$ cat src/rtl/branch_pkg.sv
// #########################################################################
// Branch resolution definitions
// #########################################################################

package branch_pkg;

    // address and operand width of the integer pipeline
    localparam int unsigned VLEN = 32;

    // major opcodes of the control-flow instructions
    localparam logic [6:0] OPC_BRANCH = 7'b1100011;
    localparam logic [6:0] OPC_JAL    = 7'b1101111;
    localparam logic [6:0] OPC_JALR   = 7'b1100111;

    // funct3 codes of the conditional branches
    localparam logic [2:0] F3_BEQ  = 3'b000;
    localparam logic [2:0] F3_BNE  = 3'b001;
    localparam logic [2:0] F3_BLT  = 3'b100;
    localparam logic [2:0] F3_BGE  = 3'b101;
    localparam logic [2:0] F3_BLTU = 3'b110;
    localparam logic [2:0] F3_BGEU = 3'b111;
    // JALR only exists with a zero funct3
    localparam logic [2:0] F3_JALR = 3'b000;

    // operation handed down the pipe, NONE marks anything we do not resolve
    typedef enum logic [3:0] {
        NONE,
        EQ,
        NE,
        LTS,
        GES,
        LTU,
        GEU,
        JAL,
        JALR
    } fu_op_e;

    // control-flow type as seen by the predictors
    typedef enum logic [2:0] {
        NoCF,
        Branch,
        Jump,
        JumpR,
        Return
    } cf_e;

    // one instruction word, read either with the B-type or the I-type layout
    // the J-type immediate is taken from the upper 20 bits of the I view
    typedef union packed {
        struct packed {
            logic       imm12;
            logic [5:0] imm10_5;
            logic [4:0] rs2;
            logic [4:0] rs1;
            logic [2:0] funct3;
            logic [3:0] imm4_1;
            logic       imm11;
            logic [6:0] opcode;
        } b;
        struct packed {
            logic [11:0] imm12;
            logic [4:0]  rs1;
            logic [2:0]  funct3;
            logic [4:0]  rd;
            logic [6:0]  opcode;
        } i;
    } instr_u;

    // true for the six conditional branches
    function automatic logic op_is_branch(fu_op_e op);
        return op inside {EQ, NE, LTS, GES, LTU, GEU};
    endfunction

endpackage

$ cat src/rtl/fu_data_if.sv
// #########################################################################
// Decoded operation bundle
// #########################################################################

`timescale 1ns/1ps

interface fu_data_if;

    // qualifies everything else in the bundle
    logic                          valid;
    branch_pkg::fu_op_e            operation;
    logic [branch_pkg::VLEN-1:0]   operand_a;
    logic [branch_pkg::VLEN-1:0]   operand_b;
    // immediate, already sign-extended to full width
    logic [branch_pkg::VLEN-1:0]   imm;
    logic [branch_pkg::VLEN-1:0]   pc;
    logic                          is_compressed;
    // what the front end guessed for this instruction
    branch_pkg::cf_e               predict_cf;
    logic [branch_pkg::VLEN-1:0]   predict_address;
    // condition outcome, only meaningful after the execute stage
    logic                          cmp_res;

    modport producer (
        output valid, operation, operand_a, operand_b, imm, pc,
        output is_compressed, predict_cf, predict_address, cmp_res
    );

    modport consumer (
        input valid, operation, operand_a, operand_b, imm, pc,
        input is_compressed, predict_cf, predict_address, cmp_res
    );

endinterface

$ cat src/rtl/branch_compare.sv
// #########################################################################
// Branch condition stage
// #########################################################################

`timescale 1ns/1ps

module branch_compare (
    input  logic          clk_i,
    input  logic          rst_i,
    fu_data_if.consumer   dec_i,
    fu_data_if.producer   exe_o
);

    logic is_equal;
    logic less_signed;
    logic less_unsigned;
    logic cond;

    // the three basic relations, the six branches are these or their inverse
    assign is_equal      = (dec_i.operand_a == dec_i.operand_b);
    assign less_signed   = ($signed(dec_i.operand_a) < $signed(dec_i.operand_b));
    assign less_unsigned = (dec_i.operand_a < dec_i.operand_b);

    always_comb begin : condition
        // jumps fall through to taken
        cond = 1'b1;
        if (branch_pkg::op_is_branch(dec_i.operation)) begin
            case (dec_i.operation)
                branch_pkg::EQ:  cond = is_equal;
                branch_pkg::NE:  cond = !is_equal;
                branch_pkg::LTS: cond = less_signed;
                branch_pkg::GES: cond = !less_signed;
                branch_pkg::LTU: cond = less_unsigned;
                default:         cond = !less_unsigned;
            endcase
        end
    end

    always_ff @(posedge clk_i) begin
        if (rst_i) begin
            exe_o.valid <= 1'b0;
        end else begin
            exe_o.valid <= dec_i.valid;
        end
    end

    // carry the rest of the bundle one stage on, together with the outcome
    always_ff @(posedge clk_i) begin
        exe_o.operation       <= dec_i.operation;
        exe_o.operand_a       <= dec_i.operand_a;
        exe_o.operand_b       <= dec_i.operand_b;
        exe_o.imm             <= dec_i.imm;
        exe_o.pc              <= dec_i.pc;
        exe_o.is_compressed   <= dec_i.is_compressed;
        exe_o.predict_cf      <= dec_i.predict_cf;
        exe_o.predict_address <= dec_i.predict_address;
        exe_o.cmp_res         <= cond;
    end

endmodule

$ cat src/rtl/branch_decoder.sv
// #########################################################################
// Control-flow decode stage
// #########################################################################

`timescale 1ns/1ps

module branch_decoder (
    input  logic                          clk_i,
    input  logic                          rst_i,
    input  logic                          valid_i,
    input  branch_pkg::instr_u            instr_i,
    input  logic [branch_pkg::VLEN-1:0]   pc_i,
    input  logic [branch_pkg::VLEN-1:0]   rs1_i,
    input  logic [branch_pkg::VLEN-1:0]   rs2_i,
    input  logic                          is_compressed_i,
    input  branch_pkg::cf_e               predict_cf_i,
    input  logic [branch_pkg::VLEN-1:0]   predict_address_i,
    fu_data_if.producer                   dec_o
);

    branch_pkg::fu_op_e            op;
    logic [branch_pkg::VLEN-1:0]   imm;
    logic [branch_pkg::VLEN-1:0]   b_imm;
    logic [branch_pkg::VLEN-1:0]   i_imm;
    logic [branch_pkg::VLEN-1:0]   j_imm;
    logic [19:0]                   j_bits;

    // B-type offset is scattered over both ends of the word, bit 0 is implied zero
    assign b_imm = {{(branch_pkg::VLEN-12){instr_i.b.imm12}}, instr_i.b.imm11,
                    instr_i.b.imm10_5, instr_i.b.imm4_1, 1'b0};

    // plain 12-bit immediate for JALR
    assign i_imm = {{(branch_pkg::VLEN-12){instr_i.i.imm12[11]}}, instr_i.i.imm12};

    // the J-type fields occupy everything above rd
    assign j_bits = {instr_i.i.imm12, instr_i.i.rs1, instr_i.i.funct3};

    // j_bits holds imm[20], imm[10:1], imm[11] and imm[19:12] from top to bottom
    assign j_imm = {{(branch_pkg::VLEN-20){j_bits[19]}}, j_bits[7:0], j_bits[8],
                    j_bits[18:9], 1'b0};

    always_comb begin : decode
        op  = branch_pkg::NONE;
        imm = i_imm;
        // opcode sits in the same bits in both views
        case (instr_i.b.opcode)
            branch_pkg::OPC_BRANCH: begin
                imm = b_imm;
                case (instr_i.b.funct3)
                    branch_pkg::F3_BEQ:  op = branch_pkg::EQ;
                    branch_pkg::F3_BNE:  op = branch_pkg::NE;
                    branch_pkg::F3_BLT:  op = branch_pkg::LTS;
                    branch_pkg::F3_BGE:  op = branch_pkg::GES;
                    branch_pkg::F3_BLTU: op = branch_pkg::LTU;
                    branch_pkg::F3_BGEU: op = branch_pkg::GEU;
                    // funct3 010 and 011 are reserved, leave them undecoded
                    default:             op = branch_pkg::NONE;
                endcase
            end
            branch_pkg::OPC_JAL: begin
                op  = branch_pkg::JAL;
                imm = j_imm;
            end
            branch_pkg::OPC_JALR: begin
                if (instr_i.i.funct3 == branch_pkg::F3_JALR) begin
                    op = branch_pkg::JALR;
                end
            end
            default: op = branch_pkg::NONE;
        endcase
    end

    // only recognised control flow travels on, everything else is dropped here
    always_ff @(posedge clk_i) begin
        if (rst_i) begin
            dec_o.valid <= 1'b0;
        end else begin
            dec_o.valid <= valid_i && (op != branch_pkg::NONE);
        end
    end

    // payload follows the strobe without reset
    always_ff @(posedge clk_i) begin
        dec_o.operation       <= op;
        dec_o.imm             <= imm;
        dec_o.operand_a       <= rs1_i;
        dec_o.operand_b       <= rs2_i;
        dec_o.pc              <= pc_i;
        dec_o.is_compressed   <= is_compressed_i;
        dec_o.predict_cf      <= predict_cf_i;
        dec_o.predict_address <= predict_address_i;
    end

endmodule

$ cat src/rtl/branch_resolve_top.sv
// #########################################################################
// Branch resolution top level
// #########################################################################

`timescale 1ns/1ps

module branch_resolve_top (
    input  logic                          clk_i,
    input  logic                          rst_i,
    input  logic                          valid_i,
    input  logic [31:0]                   instr_i,
    input  logic [branch_pkg::VLEN-1:0]   pc_i,
    input  logic [branch_pkg::VLEN-1:0]   rs1_i,
    input  logic [branch_pkg::VLEN-1:0]   rs2_i,
    input  logic [branch_pkg::VLEN-1:0]   predict_address_i,
    input  logic                          is_compressed_i,
    input  branch_pkg::cf_e               predict_cf_i,
    output logic                          resolve_o,
    output logic                          taken_o,
    output logic                          mispredict_o,
    output logic [branch_pkg::VLEN-1:0]   pc_o,
    output logic [branch_pkg::VLEN-1:0]   target_o,
    output logic [branch_pkg::VLEN-1:0]   link_o,
    output branch_pkg::cf_e               cf_type_o
);

    // decode to execute and execute to resolution
    fu_data_if dec_q ();
    fu_data_if exe_q ();

    // the raw word is reinterpreted as the instruction union at the port
    branch_decoder u_branch_decoder (
        .clk_i             (clk_i),
        .rst_i             (rst_i),
        .valid_i           (valid_i),
        .instr_i           (instr_i),
        .pc_i              (pc_i),
        .rs1_i             (rs1_i),
        .rs2_i             (rs2_i),
        .is_compressed_i   (is_compressed_i),
        .predict_cf_i      (predict_cf_i),
        .predict_address_i (predict_address_i),
        .dec_o             (dec_q)
    );

    branch_compare u_branch_compare (
        .clk_i (clk_i),
        .rst_i (rst_i),
        .dec_i (dec_q),
        .exe_o (exe_q)
    );

    // purely combinational, so the outputs follow exe_q in the same cycle
    branch_unit u_branch_unit (
        .exe_i        (exe_q),
        .resolve_o    (resolve_o),
        .taken_o      (taken_o),
        .mispredict_o (mispredict_o),
        .pc_o         (pc_o),
        .target_o     (target_o),
        .link_o       (link_o),
        .cf_type_o    (cf_type_o)
    );

endmodule

$ cat src/rtl/branch_unit.sv
// #########################################################################
// Branch resolution stage
// #########################################################################

`timescale 1ns/1ps

module branch_unit (
    fu_data_if.consumer                   exe_i,
    output logic                          resolve_o,
    output logic                          taken_o,
    output logic                          mispredict_o,
    output logic [branch_pkg::VLEN-1:0]   pc_o,
    output logic [branch_pkg::VLEN-1:0]   target_o,
    output logic [branch_pkg::VLEN-1:0]   link_o,
    output branch_pkg::cf_e               cf_type_o
);

    logic                          is_jalr;
    logic [branch_pkg::VLEN-1:0]   jump_base;
    logic [branch_pkg::VLEN-1:0]   target;
    logic [branch_pkg::VLEN-1:0]   next_pc;
    logic [branch_pkg::VLEN-1:0]   pc_step;

    assign is_jalr = (exe_i.operation == branch_pkg::JALR);

    // JALR jumps relative to rs1, every other control flow relative to its own pc
    assign jump_base = is_jalr ? exe_i.operand_a : exe_i.pc;

    // a compressed instruction is only half a word long
    assign pc_step = exe_i.is_compressed ? branch_pkg::VLEN'(2) : branch_pkg::VLEN'(4);
    assign next_pc = exe_i.pc + pc_step;

    always_comb begin : target_calc
        target = jump_base + exe_i.imm;
        // the ISA drops the lowest bit of a register jump target
        if (is_jalr) begin
            target[0] = 1'b0;
        end
    end

    // the link value and the pc are reported even when nothing resolves
    assign link_o = next_pc;
    assign pc_o   = exe_i.pc;

    always_comb begin : resolve
        resolve_o    = exe_i.valid;
        taken_o      = 1'b0;
        mispredict_o = 1'b0;
        target_o     = '0;
        // keep the front end's guess unless we learn better below
        cf_type_o    = exe_i.predict_cf;

        if (exe_i.valid) begin
            taken_o = exe_i.cmp_res;
            // a not-taken branch continues at the next sequential instruction
            target_o = exe_i.cmp_res ? target : next_pc;

            if (branch_pkg::op_is_branch(exe_i.operation)) begin
                // the branch history only cares about branches
                cf_type_o = branch_pkg::Branch;
                // predicted taken is encoded as a predicted Branch type
                mispredict_o = exe_i.cmp_res != (exe_i.predict_cf == branch_pkg::Branch);
            end

            // a register jump is wrong when nothing was predicted or the address differs
            if (is_jalr && (exe_i.predict_cf == branch_pkg::NoCF ||
                            exe_i.predict_address != target)) begin
                mispredict_o = 1'b1;
                // returns are handled by the return stack, the BTB is left alone
                if (exe_i.predict_cf != branch_pkg::Return) begin
                    cf_type_o = branch_pkg::JumpR;
                end
            end

            // JAL has a fixed target known at fetch, so it is never reported wrong
        end
    end

endmodule

$ cat config.mk
export PLATFORM = sky130hd
export DESIGN_NAME = branch_resolve_top
export DESIGN_NICKNAME = d
export VERILOG_FILES = /design/src/rtl/branch_pkg.sv /design/src/rtl/fu_data_if.sv /design/src/rtl/branch_compare.sv /design/src/rtl/branch_decoder.sv /design/src/rtl/branch_resolve_top.sv /design/src/rtl/branch_unit.sv
export SDC_FILE = /design/constraint.sdc
export NUM_CORES = 1
export LEC_CHECK = 0
export ABC_AREA = 1
export BUFFER_PORTS_ARGS = -buffer_cell sky130_fd_sc_hd__buf_2
export CAP_MARGIN = 0
export CELL_PAD_IN_SITES_DETAIL_PLACEMENT = 1
export CELL_PAD_IN_SITES_GLOBAL_PLACEMENT = 1
export CORE_ASPECT_RATIO = 0.75
export CORE_MARGIN = 4
export CORE_UTILIZATION = 37
export CTS_BUF_LIST = sky130_fd_sc_hd__clkbuf_4 sky130_fd_sc_hd__clkbuf_8
export DETAILED_ROUTE_END_ITERATION = 7
export PLACE_DENSITY_LB_ADDON = 0.1
export SETUP_SLACK_MARGIN = 0.3
export SLEW_MARGIN = 30
export SYNTH_ARGS = -nofsm -noshare
export SYNTH_HDL_FRONTEND = slang
export SYNTH_SLANG_ARGS = --single-unit
$ cat constraint.sdc
create_clock -name clk_i -period 3.3 [get_ports clk_i]
set_input_delay 0.33 -clock clk_i [delete_from_list [all_inputs] [get_ports clk_i]]
set_output_delay 0.33 -clock clk_i [all_outputs]
set_load 0.1 [all_outputs]
==> metrics.csv, run 1 <==
stage,metric,value,unit
yosys,Syn Inst Count,1552,
floorplanning,Initial Utilization,0.3784,
yosys,post-synth cell types,41,
global_routing,antenna violations before repair,9,
yosys,Syn Area/Cell,7.688,um^2
clock_network,CTS buffer count,45,
floorplanning,die width,215.4,um
global_routing,largest net degree at the start of global routing,28,
floorplanning,I/O Pins,269,
yosys,leading area contributor after synthesis,dfxtp_1,
clock_network,H-Tree Depth,2,
yosys,top_reg_cell synth,dfxtp_1,
global_routing,GRT Residual Overflow,37,
yosys,Mapped Area,11930,um^2
placement,detailed placement HPWL,39.11,mm
yosys,Synth Register Bits,285,
placement,port buffer count,268,
clock_network,clock tree buffer depth,3,
run_status,status,aborted with a tool error,
global_routing,GRT Total Usage,0.6938,
clock_network,Clock Sinks,285,
run_status,Fail Step,5_1_grt,
yosys,Post-synth EDFFs,0,
yosys,syn nets,1789,
sta,WEP type,primary output,
placement,# placed instances,2419,
run_status,Log Error,[ERROR GRT-0232] Routing congestion too high. Check the congestion heatmap in the GUI.,
placement,gpl congestion,0.9347,
yosys,yosys warns,0,
yosys,top post-synthesis cells by area,"dfxtp_1, nand2_1, inv_1, ha_1, nand3_1",
yosys,"Seq/Total Area, Yosys",0.4782,
sta,post-GRT worst EP,cf_type_o[1],
floorplanning,Die Y-Extent,163.5,um
floorplanning,Row Count,56,
placement,Place WS,-1076,ps
yosys,top cell type's share of synthesized area,0.4782,
yosys,ys async rst share,0,
clock_network,Root Buffer,clkbuf_8,
cell families after synthesis:
group / count (synthesis) / synth area share
AND/OR/NAND/NOR: 747 / 0.2760
buffers and inverters: 300 / 0.09532
flip-flops: 285 / 0.4782
AO/OA/AOI/OAI: 127 / 0.05757
multiplexers: 1 / 0.0009437
adder cells (fa/ha/maj): 70 / 0.07466
XOR/XNOR: 22 / 0.01730
routing by layer:
layer  GRT overflow  track usage
met1              0       0.6536
met2             15       0.8968
met3              1       0.5265
met4             21       0.7480
met5              0       0.2153
Yosys cell counts, drive strengths merged, types with 2 or more instances:
cell,count
nand2,470
dfxtp,285
inv,285
nand3,107
nor2,93
ha,68
o21ai,68
a21oi,34
nand4,24
nand3b,22
xor2,19
o22ai,17
nor3,15
clkbuf,13
nor4,10
and2,3
o211ai,3
a31o,2
buf,2
fa,2
or2,2
xnor2,2
repair_timing:
| item | in CTS |
|---|---|
| pin swaps | 95 |
| buffers inserted | 39 |
| gates resized for setup | 395 |
| endpoints found under the setup margin | 60 |
| cloned | 3 |
| endpoints found under the hold margin | 148 |
| hold buffers | 151 |
stage by stage:
stage          cell area (um^2)  TNS, ps
2_1_floorplan             12620    -1530
4_1_cts                   20850   -19860
3_3_place_gp              16580    -3913
3_5_place_dp              16580    -5386
==> run 2, diff against run 1 <==
CELL_PAD_IN_SITES_DETAIL_PLACEMENT = not set   (was 1)
CELL_PAD_IN_SITES_GLOBAL_PLACEMENT = not set   (was 1)
CORE_ASPECT_RATIO = not set   (was 0.75)
CORE_UTILIZATION = 32   (was 37)
CTS_BUF_LIST = not set   (was sky130_fd_sc_hd__clkbuf_4 sky130_fd_sc_hd__clkbuf_8)
PLACE_DENSITY_LB_ADDON = 0.15   (was 0.1)
SETUP_SLACK_MARGIN = not set   (was 0.3)
clock period = 4.3 ns   (was 3.3 ns; I/O delays follow)
==> metrics.csv, run 2 <==
stage,metric,value,unit
run_status,status,finished with violations,
run_status,failing checks,negative setup slack,
pwr,Clock power frac,0.393,
yosys,most frequent cell after synthesis,nand2_1,
pwr,Flop pwr share,0.408,
pwr,PD cells,385.5,nW/um^2
worst_setup_path,most frequent CP cell,nand2_1,
drt,highest routed layer,met5,
yosys,post-synth cell types,41,
sta,"Hold Vio Cnt, Final",0,
sta,RSZ-0062 raised after global routing,true,
layout,Area Growth Syn to Fin,52.58,%
sta,Min Hold Slack,71.11,ps
pwr,Design Power,7.017,mW
layout,Seq. cell area,5710,um^2
sta,relative slew slack,0.3812,
clock_network,Clock Sinks,285,
floorplanning,Die Y-Extent,201.1,um
yosys,"Seq/Total Area, Yosys",0.4782,
layout,fillers,3549,
yosys,syn nets,1789,
global_routing,GRT Total Usage,0.2079,
drt,total number of vias,11496,
floorplanning,Initial Utilization,0.3251,
drt,M1 wire length,18.22,mm
hold_path,worst hold-check path type,in2reg,
yosys,Syn Area/Cell,7.688,um^2
sta,Tmin final,4447,ps
pwr,Sw Ratio,0.2908,
global_routing,antenna violations before repair,2,
layout,area occupied by multi-input gates,5734,um^2
drt,DR WL/cell,16.76,um
worst_setup_path,CP max stage cell,dfxtp_2,
clock_network,CTS tree,done,
pwr,Lkg Pwr,9.192,nW
flow_run,max-cap violations,0,
global_routing,vias in the first global route,11826,
drt,DR WL met2,20.41,mm
yosys,leading area contributor after synthesis,dfxtp_1,
drt,1st-iter DRT viols,623,
placement,gpl congestion,0.9459,
drt,vias per inst,4.496,
yosys,Syn Inst Count,1552,
layout,# nets final,2302,
global_routing,GRT Residual Overflow,0,
sta,Finish-stage setup viols,4,
yosys,Post-synth EDFFs,0,
yosys,Mapped Area,11930,um^2
worst_setup_path,Crit path arrival time,4020,ps
clock_network,clock transition at the registers of the reported paths,60,ps
pwr,combinational share of power,0.199,
drt,final wirelength,42.84,mm
yosys,top_reg_cell synth,dfxtp_1,
drt,drt pass-1 iters,5,
placement,port buffer count,268,
drt,DR DRC count,0,
clock_network,H-Tree Depth,1,
placement,detailed placement HPWL,34.13,mm
placement,Place WS,26.38,ps
sta,setup TNS,-441.8,ps
floorplanning,I/O Pins,269,
sta,Max Fclk,0.2249,GHz
sta,skew final,28.32,ps
yosys,yosys warns,0,
placement,# placed instances,2332,
floorplanning,core footprint,36700,um^2
floorplanning,die width,201.1,um
yosys,top cell type's share of synthesized area,0.4782,
floorplanning,Row Count,70,
sta,measured slew at the worst slew-check pin,920.6,ps
layout,most frequent cells in the layout,"nand2_1, dfxtp_1, inv_1, buf_2, dlygate4sd3_1",
clock_network,clock insertion delay at the later pin of the skew report,590,ps
pwr,VDD IR max,0.2774,mV
worst_setup_path,Reg2Reg Setup Slack,1650,ps
drt,Detail Route Antenna Nets,0,
worst_setup_path,Worst setup EP type,output pin,
sta,final worst path period share,1.034,
clock_network,clock tree buffer depth,3,
pwr,internal power,4.976,mW
clock_network,Root Buffer,clkbuf_16,
worst_setup_path,worst-path maximum fanout,17,
yosys,ys async rst share,0,
clock_network,CTS buffer count,31,
worst_setup_path,Worst path max stage delay,330,ps
global_routing,largest net degree at the start of global routing,21,
worst_setup_path,critical path type,reg2out,
sta,final max-slew violation count,0,
layout,share of cells above drive strength 1,0.2807,
drt,met3 WL post-DR,2.264,mm
layout,"most common cell after layout, fill and taps aside",nand2_1,
floorplanning,die area,40440,um^2
yosys,Synth Register Bits,285,
worst_setup_path,crit start category,flop,
yosys,top post-synthesis cells by area,"dfxtp_1, nand2_1, inv_1, ha_1, nand3_1",
worst_setup_path,CP required,3870,ps
pwr,Psw,2.041,mW
global_routing,first-pass GRT wire length,65.54,mm
sta,PnR worst setup slack,-146.9,ps
layout,final std cells w/o fill,2557,
yosys,"top cells by count, synth","nand2_1, dfxtp_1, inv_1",
-- run 2: cell counts after synthesis --
Identical to the previous run, type by type.
-- run 2: final cells by class --
class                           instances  share of cell area
Antenna cell                            1           0.0001375
Inverter                              285             0.05904
Clock inverter                         10            0.009897
Sequential cell                       285              0.3137
Clock buffer                           46             0.04900
Timing Repair Buffer                  495              0.2211
Multi-Input combinational cell        967              0.3150
Tap cell                              468             0.03216
-- run 2: cell families after synthesis --
logic type	Yosys count	synth area share
AOI/OAI and AO/OA	127	0.05757
xor gates and xnor gates	22	0.01730
adders and majority gates	70	0.07466
buffers and inverters	300	0.09532
DFF	285	0.4782
muxes	1	0.0009437
and+or+nand+nor	747	0.2760
-- run 2: worst paths after layout --
kind                                             startpoint                                        end  cells after the start
hold reg to reg   u_branch_decoder.dec_o.predict_address[2]  u_branch_compare.exe_o.predict_address[2]                      0
hold / removal                                   instr_i[3]        u_branch_decoder.dec_o.operation[3]                      2
setup reg to reg       u_branch_decoder.dec_o.operand_b[31]             u_branch_compare.exe_o.cmp_res                     14
setup / recovery        u_branch_compare.exe_o.operation[1]                               cf_type_o[2]                     27
-- run 2: through the flow --
stage                     instance area [um^2]    util
after global routing                     18210  0.4961
after global placement                   14870  0.4052
after CTS                                17940  0.4890
final                                    18210  0.4961
after floorplan                          12030       -
after detailed placement                 14870  0.4052
-- run 2: critical path, delay by kind of cell, from the launching register on --
family / cells / cell delay [ps]
compound gates: 2 / 200
simple gates: 19 / 1900
fa+ha+maj: 1 / 250
buf+inv: 5 / 720
flops: 1 / 330
-- run 2: layer usage --
metal | vias to the layer above | global-route usage
li1 | 5898 | -
met1 | 5199 | 0.2607
met2 | 306 | 0.3573
met3 | 91 | 0.03610
met4 | 2 | 0.08063
met5 | - | 0
-- run 2: power by group through the flow --
stage	combinational (mW)	sequential, mW	clock, mW
after floorplan	0.671	3.00	0
after global placement	1.17	2.92	0
after detailed placement	1.17	2.92	0
after CTS	1.36	2.86	2.85
after global routing	1.53	2.87	2.95
final	1.40	2.86	2.76
-- run 2: timing repair --
| item | 4_1_cts | 5_1_grt |
|---|---|---|
| hold endpoints to repair | 140 | 0 |
| pin swaps | 43 | 27 |
| buffers inserted | 23 | 3 |
| resized for setup | 119 | 59 |
| endpoints found under the setup margin | 6 | 9 |
| hold buffers | 140 | 0 |
| gates cloned | 2 | 0 |
No activity file was read; power rests on OpenSTA's default activity.
